### src/source/bus_slave_pkg.sv
// ------------------------------
// bus slave package
// default sizes and types shared by the slave blocks
// ------------------------------
package bus_slave_pkg;

	// ------------------------------
	// bus side
	localparam int DEFAULT_BUS_WIDTH = 16; // bits per bus transfer
	localparam int DEFAULT_TRANSFERS_PER_WORD = 2; // msb halfword goes first
	localparam int DEFAULT_ADDRESS_DEPTH = 6; // small memory for simulation
	localparam bit DEFAULT_AUTOINCREMENT = 1'b1;

	// ------------------------------
	// strobe and ack timing
	// enable is delayed twice this, so the other signals settle before it is seen
	localparam int DEFAULT_SYNC_DEPTH = 10;
	localparam int DEFAULT_ACK_DELAY = 30; // extra stages on ack_valid

	// ------------------------------
	// playback side
	localparam int DEFAULT_PLAYBACK_START = 0; // first byte, inclusive
	localparam int DEFAULT_PLAYBACK_END = 64; // last byte, exclusive
	localparam int PLAYBACK_BYTE_WIDTH = 8;

	// one byte out of the gearbox port
	typedef logic [PLAYBACK_BYTE_WIDTH-1:0] playback_byte_t;

	// sequence error counter, wraps when full
	typedef logic [15:0] error_count_t;

endpackage

### src/source/strobe_synchronizer.sv
// ------------------------------
// strobe synchronizer
// fixed-depth delay line for an asynchronous bus input
// ------------------------------
`timescale 1ns/1ps

module strobe_synchronizer #(
	parameter int DEPTH = 10, // at least 2, q_previous needs a stage before q
	parameter type payload_t = logic
) (
	input logic clock,
	input logic reset125,
	input payload_t d,
	output payload_t q,
	output payload_t q_previous
);

	payload_t stage [DEPTH];

	always_ff @(posedge clock) begin
		if (reset125) begin
			for (int i = 0; i < DEPTH; i++) begin
				stage[i] <= '0;
			end
		end else begin
			stage[0] <= d; // first stage may go metastable
			for (int i = 1; i < DEPTH; i++) begin
				stage[i] <= stage[i-1];
			end
		end
	end

	// the last two stages let the consumer check that the level is stable
	assign q = stage[DEPTH-1];
	assign q_previous = stage[DEPTH-2];

endmodule

### src/source/bus_transfer_control.sv
// ------------------------------
// bus transfer control
// address, write and read sequences with auto-increment and error counts
// ------------------------------
`timescale 1ns/1ps

module bus_transfer_control #(
	parameter int BUS_WIDTH = 16,
	parameter int TRANSFERS_PER_WORD = 2,
	parameter int ADDRESS_DEPTH = 6, // no wider than BUS_WIDTH
	parameter int ACK_DELAY = 30,
	parameter bit AUTOINCREMENT = 1'b1
) (
	input logic clock,
	input logic reset125,
	input logic enable_q,
	input logic enable_previous,
	input logic read_q,
	input logic read_previous,
	input logic select_q,
	input logic select_previous,
	input logic [BUS_WIDTH-1:0] bus_q,
	input logic [TRANSFERS_PER_WORD*BUS_WIDTH-1:0] read_word,
	output logic [BUS_WIDTH-1:0] bus_out,
	output logic ack_valid,
	output logic write_strobe,
	output logic [TRANSFERS_PER_WORD*BUS_WIDTH-1:0] write_word,
	output logic [ADDRESS_DEPTH-1:0] word_address,
	output bus_slave_pkg::error_count_t read_errors,
	output bus_slave_pkg::error_count_t write_errors,
	output bus_slave_pkg::error_count_t address_errors
);
	import bus_slave_pkg::*;

	localparam int COUNT_WIDTH = (TRANSFERS_PER_WORD > 1) ? $clog2(TRANSFERS_PER_WORD) : 1;
	localparam logic [COUNT_WIDTH-1:0] LAST_HALF = COUNT_WIDTH'(TRANSFERS_PER_WORD - 1);

	typedef enum logic [1:0] {
		SEQ_IDLE, // waiting for a transfer
		SEQ_CAPTURED, // halfword taken, waiting for enable low
		SEQ_DONE // whole word finished
	} seq_state_t;

	seq_state_t read_state, write_state, address_state;
	logic [COUNT_WIDTH-1:0] read_count, write_count; // counts down from msb half
	logic [TRANSFERS_PER_WORD-1:0][BUS_WIDTH-1:0] write_halves;
	logic [ADDRESS_DEPTH-1:0] address_capture;
	logic pre_ack;
	logic [ACK_DELAY:0] ack_pipeline;

	// ------------------------------
	// decode, a level counts only when two stages agree
	logic enable_high, enable_low;
	logic read_high, read_low;
	logic select_high, select_low;
	logic read_accept, write_accept, address_accept;
	logic read_partial, write_partial, address_partial;
	logic [BUS_WIDTH-1:0] read_half;

	assign enable_high = enable_q && enable_previous;
	assign enable_low = !enable_q && !enable_previous;
	assign read_high = read_q && read_previous;
	assign read_low = !read_q && !read_previous;
	assign select_high = select_q && select_previous;
	assign select_low = !select_q && !select_previous;

	assign read_accept = enable_high && read_high;
	assign write_accept = enable_high && read_low && select_high;
	assign address_accept = enable_high && read_low && select_low;

	// a sequence is partial if it has started but not wrapped back
	assign read_partial = (read_state != SEQ_IDLE) || (read_count != LAST_HALF);
	assign write_partial = (write_state != SEQ_IDLE) || (write_count != LAST_HALF);
	assign address_partial = (address_state != SEQ_IDLE);

	assign read_half = read_word[read_count*BUS_WIDTH +: BUS_WIDTH];
	assign write_word = write_halves;

	// payload capture
	always_ff @(posedge clock) begin
		if (write_accept && write_state == SEQ_IDLE) begin
			write_halves[write_count] <= bus_q;
		end
		if (address_accept && address_state == SEQ_IDLE) begin
			address_capture <= bus_q[ADDRESS_DEPTH-1:0];
		end
	end

	// ------------------------------
	// sequence FSMs
	always_ff @(posedge clock) begin
		if (reset125) begin
			pre_ack <= 1'b0;
			write_strobe <= 1'b0;
			bus_out <= '0;
			word_address <= '0;
			read_state <= SEQ_IDLE;
			write_state <= SEQ_IDLE;
			address_state <= SEQ_IDLE;
			read_count <= LAST_HALF;
			write_count <= LAST_HALF;
			read_errors <= '0;
			write_errors <= '0;
			address_errors <= '0;
		end else begin
			pre_ack <= read_accept || write_accept || address_accept; // held while enable is
			write_strobe <= 1'b0;
			if (read_accept && read_state == SEQ_IDLE) begin
				read_state <= SEQ_CAPTURED;
				bus_out <= read_half;
			end
			if (write_accept && write_state == SEQ_IDLE) begin
				write_state <= SEQ_CAPTURED;
			end
			if (address_accept && address_state == SEQ_IDLE) begin
				address_state <= SEQ_CAPTURED;
			end
			if (enable_low) begin
				if (AUTOINCREMENT && (read_state == SEQ_DONE || write_state == SEQ_DONE)) begin
					word_address <= word_address + 1'b1;
				end
				// write transfer seen
				if (write_state != SEQ_IDLE) begin
					if (read_partial) begin
						read_state <= SEQ_IDLE;
						read_count <= LAST_HALF;
						read_errors <= read_errors + error_count_t'(1);
					end
					if (address_partial) begin
						address_state <= SEQ_IDLE;
						address_errors <= address_errors + error_count_t'(1);
					end
					if (write_state == SEQ_DONE) begin
						write_state <= SEQ_IDLE;
						write_count <= LAST_HALF;
					end else if (write_count == '0) begin
						write_state <= SEQ_DONE;
						write_strobe <= 1'b1; // word lands at the current address
					end else begin
						write_state <= SEQ_IDLE;
						write_count <= write_count - 1'b1;
					end
				end
				// read transfer seen
				if (read_state != SEQ_IDLE) begin
					if (write_partial) begin
						write_state <= SEQ_IDLE;
						write_count <= LAST_HALF;
						write_errors <= write_errors + error_count_t'(1);
					end
					if (address_partial) begin
						address_state <= SEQ_IDLE;
						address_errors <= address_errors + error_count_t'(1);
					end
					if (read_state == SEQ_DONE) begin
						read_state <= SEQ_IDLE;
						read_count <= LAST_HALF;
					end else if (read_count == '0) begin
						read_state <= SEQ_DONE;
					end else begin
						read_state <= SEQ_IDLE;
						read_count <= read_count - 1'b1;
					end
				end
				// address is a single transfer, done as soon as enable drops
				if (address_state != SEQ_IDLE) begin
					if (write_partial) begin
						write_state <= SEQ_IDLE;
						write_count <= LAST_HALF;
						write_errors <= write_errors + error_count_t'(1);
					end
					if (read_partial) begin
						read_state <= SEQ_IDLE;
						read_count <= LAST_HALF;
						read_errors <= read_errors + error_count_t'(1);
					end
					address_state <= SEQ_IDLE;
					word_address <= address_capture;
				end
			end
		end
	end

	// ------------------------------
	// ack delay line
	always_ff @(posedge clock) begin
		if (reset125) begin
			ack_pipeline <= '0;
		end else begin
			ack_pipeline <= {ack_pipeline[ACK_DELAY-1:0], pre_ack};
		end
	end

	assign ack_valid = ack_pipeline[ACK_DELAY];

endmodule

### src/source/gearbox_ram.sv
// ------------------------------
// gearbox ram
// word-wide bus port and byte-wide playback port on one memory
// ------------------------------
`timescale 1ns/1ps

module gearbox_ram #(
	parameter int WORD_WIDTH = 32,
	parameter int ADDRESS_DEPTH = 6,
	localparam int BYTE_ADDRESS_DEPTH =
		ADDRESS_DEPTH + $clog2(WORD_WIDTH / bus_slave_pkg::PLAYBACK_BYTE_WIDTH)
) (
	input logic clock,
	input logic [ADDRESS_DEPTH-1:0] word_address,
	input logic [WORD_WIDTH-1:0] write_word,
	input logic write_strobe,
	output logic [WORD_WIDTH-1:0] read_word,
	input logic [BYTE_ADDRESS_DEPTH-1:0] byte_address,
	output bus_slave_pkg::playback_byte_t playback_byte
);
	import bus_slave_pkg::*;

	localparam int BYTES_PER_WORD = WORD_WIDTH / PLAYBACK_BYTE_WIDTH;
	localparam int BYTE_SELECT_WIDTH = $clog2(BYTES_PER_WORD);

	logic [WORD_WIDTH-1:0] memory [2**ADDRESS_DEPTH];

	// split the byte address, low bits pick the byte inside a word
	logic [ADDRESS_DEPTH-1:0] playback_word_index;
	logic [BYTE_SELECT_WIDTH-1:0] playback_byte_index;
	logic [WORD_WIDTH-1:0] playback_word;

	assign playback_word_index = byte_address[BYTE_ADDRESS_DEPTH-1:BYTE_SELECT_WIDTH];
	assign playback_byte_index = byte_address[BYTE_SELECT_WIDTH-1:0];
	assign playback_word = memory[playback_word_index];

	// ------------------------------
	// port A, bus side
	always_ff @(posedge clock) begin
		if (write_strobe) begin
			memory[word_address] <= write_word;
		end
	end

	assign read_word = memory[word_address]; // async read

	// ------------------------------
	// port B, one byte per cycle
	always_ff @(posedge clock) begin
		playback_byte <= playback_word[playback_byte_index*PLAYBACK_BYTE_WIDTH +: PLAYBACK_BYTE_WIDTH];
	end

endmodule

### src/source/playback_sequencer.sv
// ------------------------------
// playback sequencer
// loops the byte address and marks the start of each pass
// ------------------------------
`timescale 1ns/1ps

module playback_sequencer #(
	parameter int BYTE_ADDRESS_DEPTH = 8,
	parameter int PLAYBACK_START = 0, // inclusive
	parameter int PLAYBACK_END = 64 // exclusive
) (
	input logic clock,
	input logic reset125,
	input logic sync_in,
	output logic [BYTE_ADDRESS_DEPTH-1:0] byte_address,
	output logic sync_out
);

	localparam logic [BYTE_ADDRESS_DEPTH-1:0] FIRST_BYTE = BYTE_ADDRESS_DEPTH'(PLAYBACK_START);
	localparam logic [BYTE_ADDRESS_DEPTH-1:0] LAST_BYTE = BYTE_ADDRESS_DEPTH'(PLAYBACK_END - 1);

	logic restart_mark; // high while byte_address sits on the first byte after a restart

	always_ff @(posedge clock) begin
		if (reset125) begin
			byte_address <= FIRST_BYTE;
			restart_mark <= 1'b0;
		end else if (sync_in || byte_address == LAST_BYTE) begin
			byte_address <= FIRST_BYTE;
			restart_mark <= 1'b1;
		end else begin
			byte_address <= byte_address + 1'b1;
			restart_mark <= 1'b0;
		end
	end

	// ------------------------------
	// memory read adds one cycle, so the mark follows it by one
	always_ff @(posedge clock) begin
		if (reset125) begin
			sync_out <= 1'b0;
		end else begin
			sync_out <= restart_mark;
		end
	end

endmodule

### src/source/bus_slave_top.sv
// ------------------------------
// bus slave top
// strobe synchronizers, transfer control, memory and playback
// ------------------------------
`timescale 1ns/1ps

module bus_slave_top #(
	parameter int BUS_WIDTH = bus_slave_pkg::DEFAULT_BUS_WIDTH,
	parameter int TRANSFERS_PER_WORD = bus_slave_pkg::DEFAULT_TRANSFERS_PER_WORD,
	parameter int ADDRESS_DEPTH = bus_slave_pkg::DEFAULT_ADDRESS_DEPTH,
	parameter int SYNC_DEPTH = bus_slave_pkg::DEFAULT_SYNC_DEPTH,
	parameter int ACK_DELAY = bus_slave_pkg::DEFAULT_ACK_DELAY,
	parameter bit AUTOINCREMENT = bus_slave_pkg::DEFAULT_AUTOINCREMENT,
	parameter int PLAYBACK_START = bus_slave_pkg::DEFAULT_PLAYBACK_START,
	parameter int PLAYBACK_END = bus_slave_pkg::DEFAULT_PLAYBACK_END
) (
	input logic clock,
	input logic reset125,
	input logic enable, // 1 = transfer active
	input logic read, // 0 = write, 1 = read
	input logic register_select, // 0 = address, 1 = data
	input logic [BUS_WIDTH-1:0] bus_in,
	input logic sync_in,
	output logic [BUS_WIDTH-1:0] bus_out,
	output logic ack_valid,
	output bus_slave_pkg::playback_byte_t playback_byte,
	output logic sync_out,
	output bus_slave_pkg::error_count_t read_errors,
	output bus_slave_pkg::error_count_t write_errors,
	output bus_slave_pkg::error_count_t address_errors
);
	import bus_slave_pkg::*;

	localparam int WORD_WIDTH = TRANSFERS_PER_WORD * BUS_WIDTH;
	localparam int BYTE_ADDRESS_DEPTH = ADDRESS_DEPTH + $clog2(WORD_WIDTH / PLAYBACK_BYTE_WIDTH);

	typedef logic [BUS_WIDTH-1:0] bus_word_t;

	logic enable_q, enable_previous;
	logic read_q, read_previous;
	logic select_q, select_previous;
	bus_word_t bus_q;
	logic [WORD_WIDTH-1:0] read_word, write_word;
	logic write_strobe;
	logic [ADDRESS_DEPTH-1:0] word_address;
	logic [BYTE_ADDRESS_DEPTH-1:0] byte_address;

	// ------------------------------
	// input synchronizers, enable runs twice as deep
	strobe_synchronizer #(.DEPTH(2*SYNC_DEPTH), .payload_t(logic)) enable_sync (
		.clock(clock), .reset125(reset125), .d(enable),
		.q(enable_q), .q_previous(enable_previous));

	strobe_synchronizer #(.DEPTH(SYNC_DEPTH), .payload_t(logic)) read_sync (
		.clock(clock), .reset125(reset125), .d(read),
		.q(read_q), .q_previous(read_previous));

	strobe_synchronizer #(.DEPTH(SYNC_DEPTH), .payload_t(logic)) select_sync (
		.clock(clock), .reset125(reset125), .d(register_select),
		.q(select_q), .q_previous(select_previous));

	strobe_synchronizer #(.DEPTH(SYNC_DEPTH), .payload_t(bus_word_t)) bus_sync (
		.clock(clock), .reset125(reset125), .d(bus_in),
		.q(bus_q), .q_previous());

	// ------------------------------
	bus_transfer_control #(
		.BUS_WIDTH(BUS_WIDTH), .TRANSFERS_PER_WORD(TRANSFERS_PER_WORD),
		.ADDRESS_DEPTH(ADDRESS_DEPTH), .ACK_DELAY(ACK_DELAY), .AUTOINCREMENT(AUTOINCREMENT)
	) control (
		.clock(clock), .reset125(reset125),
		.enable_q(enable_q), .enable_previous(enable_previous),
		.read_q(read_q), .read_previous(read_previous),
		.select_q(select_q), .select_previous(select_previous),
		.bus_q(bus_q), .read_word(read_word),
		.bus_out(bus_out), .ack_valid(ack_valid),
		.write_strobe(write_strobe), .write_word(write_word), .word_address(word_address),
		.read_errors(read_errors), .write_errors(write_errors),
		.address_errors(address_errors));

	gearbox_ram #(.WORD_WIDTH(WORD_WIDTH), .ADDRESS_DEPTH(ADDRESS_DEPTH)) ram (
		.clock(clock), .word_address(word_address), .write_word(write_word),
		.write_strobe(write_strobe), .read_word(read_word),
		.byte_address(byte_address), .playback_byte(playback_byte));

	playback_sequencer #(
		.BYTE_ADDRESS_DEPTH(BYTE_ADDRESS_DEPTH),
		.PLAYBACK_START(PLAYBACK_START), .PLAYBACK_END(PLAYBACK_END)
	) sequencer (
		.clock(clock), .reset125(reset125), .sync_in(sync_in),
		.byte_address(byte_address), .sync_out(sync_out));

endmodule

### config.mk
export PLATFORM = sky130hd
export DESIGN_NAME = bus_slave_top
export DESIGN_NICKNAME = d
export VERILOG_FILES = /design/src/source/bus_slave_pkg.sv /design/src/source/strobe_synchronizer.sv /design/src/source/bus_transfer_control.sv /design/src/source/gearbox_ram.sv /design/src/source/playback_sequencer.sv /design/src/source/bus_slave_top.sv
export SDC_FILE = /design/constraint.sdc
export NUM_CORES = 2
export LEC_CHECK = 0
export BUFFER_PORTS_ARGS = -buffer_cell sky130_fd_sc_hd__buf_2
export CAP_MARGIN = 15
export CORE_AREA = 4 4 444 446
export CTS_CLUSTER_DIAMETER = 60
export DETAILED_ROUTE_END_ITERATION = 7
export DIE_AREA = 0 0 448 450
export PLACE_DENSITY = 0.71
export SLEW_MARGIN = 30
export SYNTH_ARGS = -nofsm -noshare
export SYNTH_HDL_FRONTEND = slang
export SYNTH_SLANG_ARGS = --single-unit
### constraint.sdc
create_clock -name clock -period 4 [get_ports clock]
set_clock_uncertainty 0.15 [all_clocks]
set_input_delay 0.4 -clock clock [delete_from_list [all_inputs] [get_ports clock]]
set_output_delay 0.4 -clock clock [all_outputs]
set_load 0.02 [all_outputs]
==> impl_results.md <==
* Run status: completed
* Slew HR at 27.2%
* Final period utilization at 99.6%
* Max IR drop VDD at 0.598 mV
* CP Cell Sequence: and2_1 -> buf_4 -> a221oi_1 -> a221oi_1 -> a21oi_1 -> o221ai_1 -> buf_4 -> o221ai_1
* Die width at 448 um
* R2R setup slack at 0.02 ns
* DIE AREA at 202000 sq um
* FF/Latch Area at 69400 sq um
* Routed length on met3 at 45.3 mm
* Vias at 62831
* Crit path kind: reg -> reg
* Wl on met1 at 116 mm
* Multiplexer area fraction after synthesis at 25.0%
* Drt total wl at 335 mm
* Setup tns final at 0 ns
* Largest net degree at the start of global routing at 119
* Measured slew at the worst slew-check pin at 1.08 ns
* H-tree lvl count at 4
* Post-route ant nets at 0
* Worst setup SP type: flip-flop
* Max Freq at 251 MHz
* Drt first pass iters at 7
* Main combinational cell family by area after synthesis: multiplexers
* Global-route wire length before repair at 467 mm
* Vias in the first global route at 61228
* Most common cell after layout, fill and taps aside: edfxtp_1
* FF-to-FF path depth at 8
* Clock latency on the worst-skew pair at 0.92 ns
* Drt via density at 7.31
* Hold depth at 3
* Max-cap violation count at 0
* Global placement routability congestion at 0.907
* Worst Hold Class: in -> reg
* Flops & latches, synth at 2421
* I/O pins at 96
* Initial DRC Count at 10845
* Number of flops mapped to enable cells by yosys at 2086
* Commonest non-fill, non-tap cells in the layout: edfxtp_1 (2086), mux4_2 (1030), dfxtp_1 (323)
* Mapped Cells at 5506
* Area occupied by multi-input gates at 34900 sq um
* Num CTS Buffers at 237
* Nets at 5871
* Reg2reg end: ram.playback_byte[7]$_DFF_P_
* Leakage at 41.9 nW
* Synth Flop Type: edfxtp_1
* P&R area growth vs syn at 13.9%
* HP Start: bus_in[11]
* Chip Height at 450 um
* GRT overflow at 0
* CP max FO at 38
* Hold_ws at 0.134 ns
* Synth Area in Compound Gates at 3.59%
* Post-synthesis simple-gate area fraction at 3.48%
* Starting Density at 54.9%
* CP Data Required Time at 4.61 ns
* PwrDens at 416 nW/um^2
* Crit. End Element: flip-flop
* CP max stage delay at 0.91 ns
* Post-Syn Area per Cell at 19.2 sq um
* Post-Synth XOR/XNOR Area at 0.373%
* Clock slew at reported path FFs at 0.06 ns
* Max clock buf depth at 3
* RSZ-0062 raised after global routing: no
* Row cnt at 161
* Fill count at 13189
* Initial antenna violation count at 18
* Cell Area, Synth at 106000 sq um
* Placed cell count at 8107
* Final Hold Viols at 0
* Routed WL per cell at 39.0 um
* Hold EP: bus_sync.stage[0][11]$_SDFF_PP0_
* Post-synth net total at 5533
* Non-filler cells, final at 8591
* CORE AREA at 193000 sq um
* RR Startpoint: sequencer.byte_address[3]$_SDFF_PP0_
* Clock Sinks at 2421
* Ys async rst share at 0%
* DRC viols at 0
* Total power at 50.1 mW
* Sequential-to-total area share from yosys stat at 65.5%
* Adder-cell share of the synthesized area at 0.0591%
* Fin. max-slew vios at 0
* Top Layer Used: met5
* PortBufs at 95
* Overall Global Routing Usage at 33.2%
* Metal2 WL at 152 mm
* Layout cells sized above 1 at 33.1%
* Crit path time final at 3.98 ns
* Clock Tree Root: clkbuf_16
* CTS tree: yes
* CP max-delay cell: dfxtp_4
* Post-synthesis cell type count at 69
* Crit path DAT at 4.60 ns
* Post-DP HPWL at 198 mm
* Setup Viol. Count Final at 0
* YS warnings at 0
-- stage by stage --
stage | setup slack (ns) | util (%) | cell area (sq um)
floorplan | 0.933 | - | 106000
global placement | 0.0749 | 58.3 | 112000
detailed placement | 0.113 | 58.3 | 112000
CTS | 0.109 | 62.5 | 120000
global route | 0.00447 | 62.6 | 120000
finish | 0.0165 | 62.6 | 121000
-- registers in the layout (all words and copies together) (netlist names), 2 cells and up, named ones only --
name	flops
bus_sync.stage	160
control.ack_pipeline	31
control.address_capture	6
control.address_errors	16
control.address_state	2
control.bus_out	16
control.read_errors	16
control.read_state	2
control.word_address	6
control.write_errors	16
control.write_state	2
control.write_word	32
enable_sync.stage	20
ram.memory	2048
ram.playback_byte	8
read_sync.stage	10
select_sync.stage	10
sequencer.byte_address	7
-- worst max-delay path by stage --
stage / from / to / cells after the start
detailed placement: sequencer.byte_address[2]$_SDFF_PP0_ / ram.playback_byte[7]$_DFF_P_ / 9
global placement: sequencer.byte_address[2]$_SDFF_PP0_ / ram.playback_byte[7]$_DFF_P_ / 9
global route: sequencer.byte_address[2]$_SDFF_PP0_ / ram.playback_byte[7]$_DFF_P_ / 9
floorplan: control.word_address[5]$_SDFFE_PP0P_ / ram.memory[32][0]$_DFFE_PP_ / 4
finish: sequencer.byte_address[3]$_SDFF_PP0_ / ram.playback_byte[7]$_DFF_P_ / 8
CTS: sequencer.byte_address[2]$_SDFF_PP0_ / ram.playback_byte[7]$_DFF_P_ / 9
-- critical path: cells and delay by family (launching register included) --
kind,cells,cell delay (ns)
AOI/OAI and AO/OA,5,1.51
and+or+nand+nor,1,0.66
DFF,1,0.91
buffers and inverters,2,0.59
-- report_power, final --
group / switching, mW / total, mW / internal [mW]
Combinational: 0.154 / 0.238 / 0.0837
Clock: 9.84 / 22.8 / 13.0
Sequential: 0.0185 / 27.1 / 27.0
Total: 10.0 / 50.1 / 40.1
-- cell usage after synthesis (all sizes together), types with 13 or more instances --
cell     count  area share, %
xor2        34           0.28
or3         13          0.077
mux2        17           0.18
dfxtp      335            6.3
mux2i      296            2.8
nand2      117           0.42
a211oi      36           0.26
a2111oi     30           0.25
buf        214            1.2
clkbuf     203           0.72
o21ai       69           0.33
a22oi       69           0.49
o22ai       60           0.35
nor2b      255            1.5
a221oi      27           0.25
inv         14          0.050
nand3       52           0.25
nand2b      13          0.077
a21oi       95           0.45
a22o        19           0.16
mux4      1033             22
edfxtp    2086             59
o21a        16           0.11
nor2       192           0.68
o221ai      66           0.55
nand4       16          0.095
-- final cells by class --
type | count | area share, %
Sequential cell | 2421 | 57.6
Multi-Input combinational cell | 2654 | 29.0
Clock buffer | 303 | 5.26
Timing Repair Buffer | 516 | 4.10
Tap cell | 2526 | 2.62
Clock inverter | 149 | 1.40
Inverter | 14 | 0.0457
Antenna cell | 8 | 0.0166
-- logic make-up (layout without fill, tap and decap cells) --
logic type / Yosys count / after routing
AND/OR/NAND/NOR: 719 / 719
flip-flops: 2421 / 2421
AO/OA/AOI/OAI: 539 / 539
XOR/XNOR: 45 / 45
multiplexers: 1346 / 1346
adder cells (fa/ha/maj): 5 / 5
other: 0 / 8
buffers and inverters: 431 / 982
-- routing by layer --
metal | vias up | track usage, %
met5 | - | 0
met3 | 1020 | 9.31
met2 | 5109 | 49.1
li1 | 23898 | -
met4 | 18 | 18.0
met1 | 32786 | 45.1
-- repair_timing --
action	4_1_cts	5_1_grt
setup buffers	0	1
hold buffers	23	0
hold endpoints to repair	121	0
endpoints found under the setup margin	0	1
resized for setup	0	0
No activity file was read; power rests on OpenSTA's default activity.
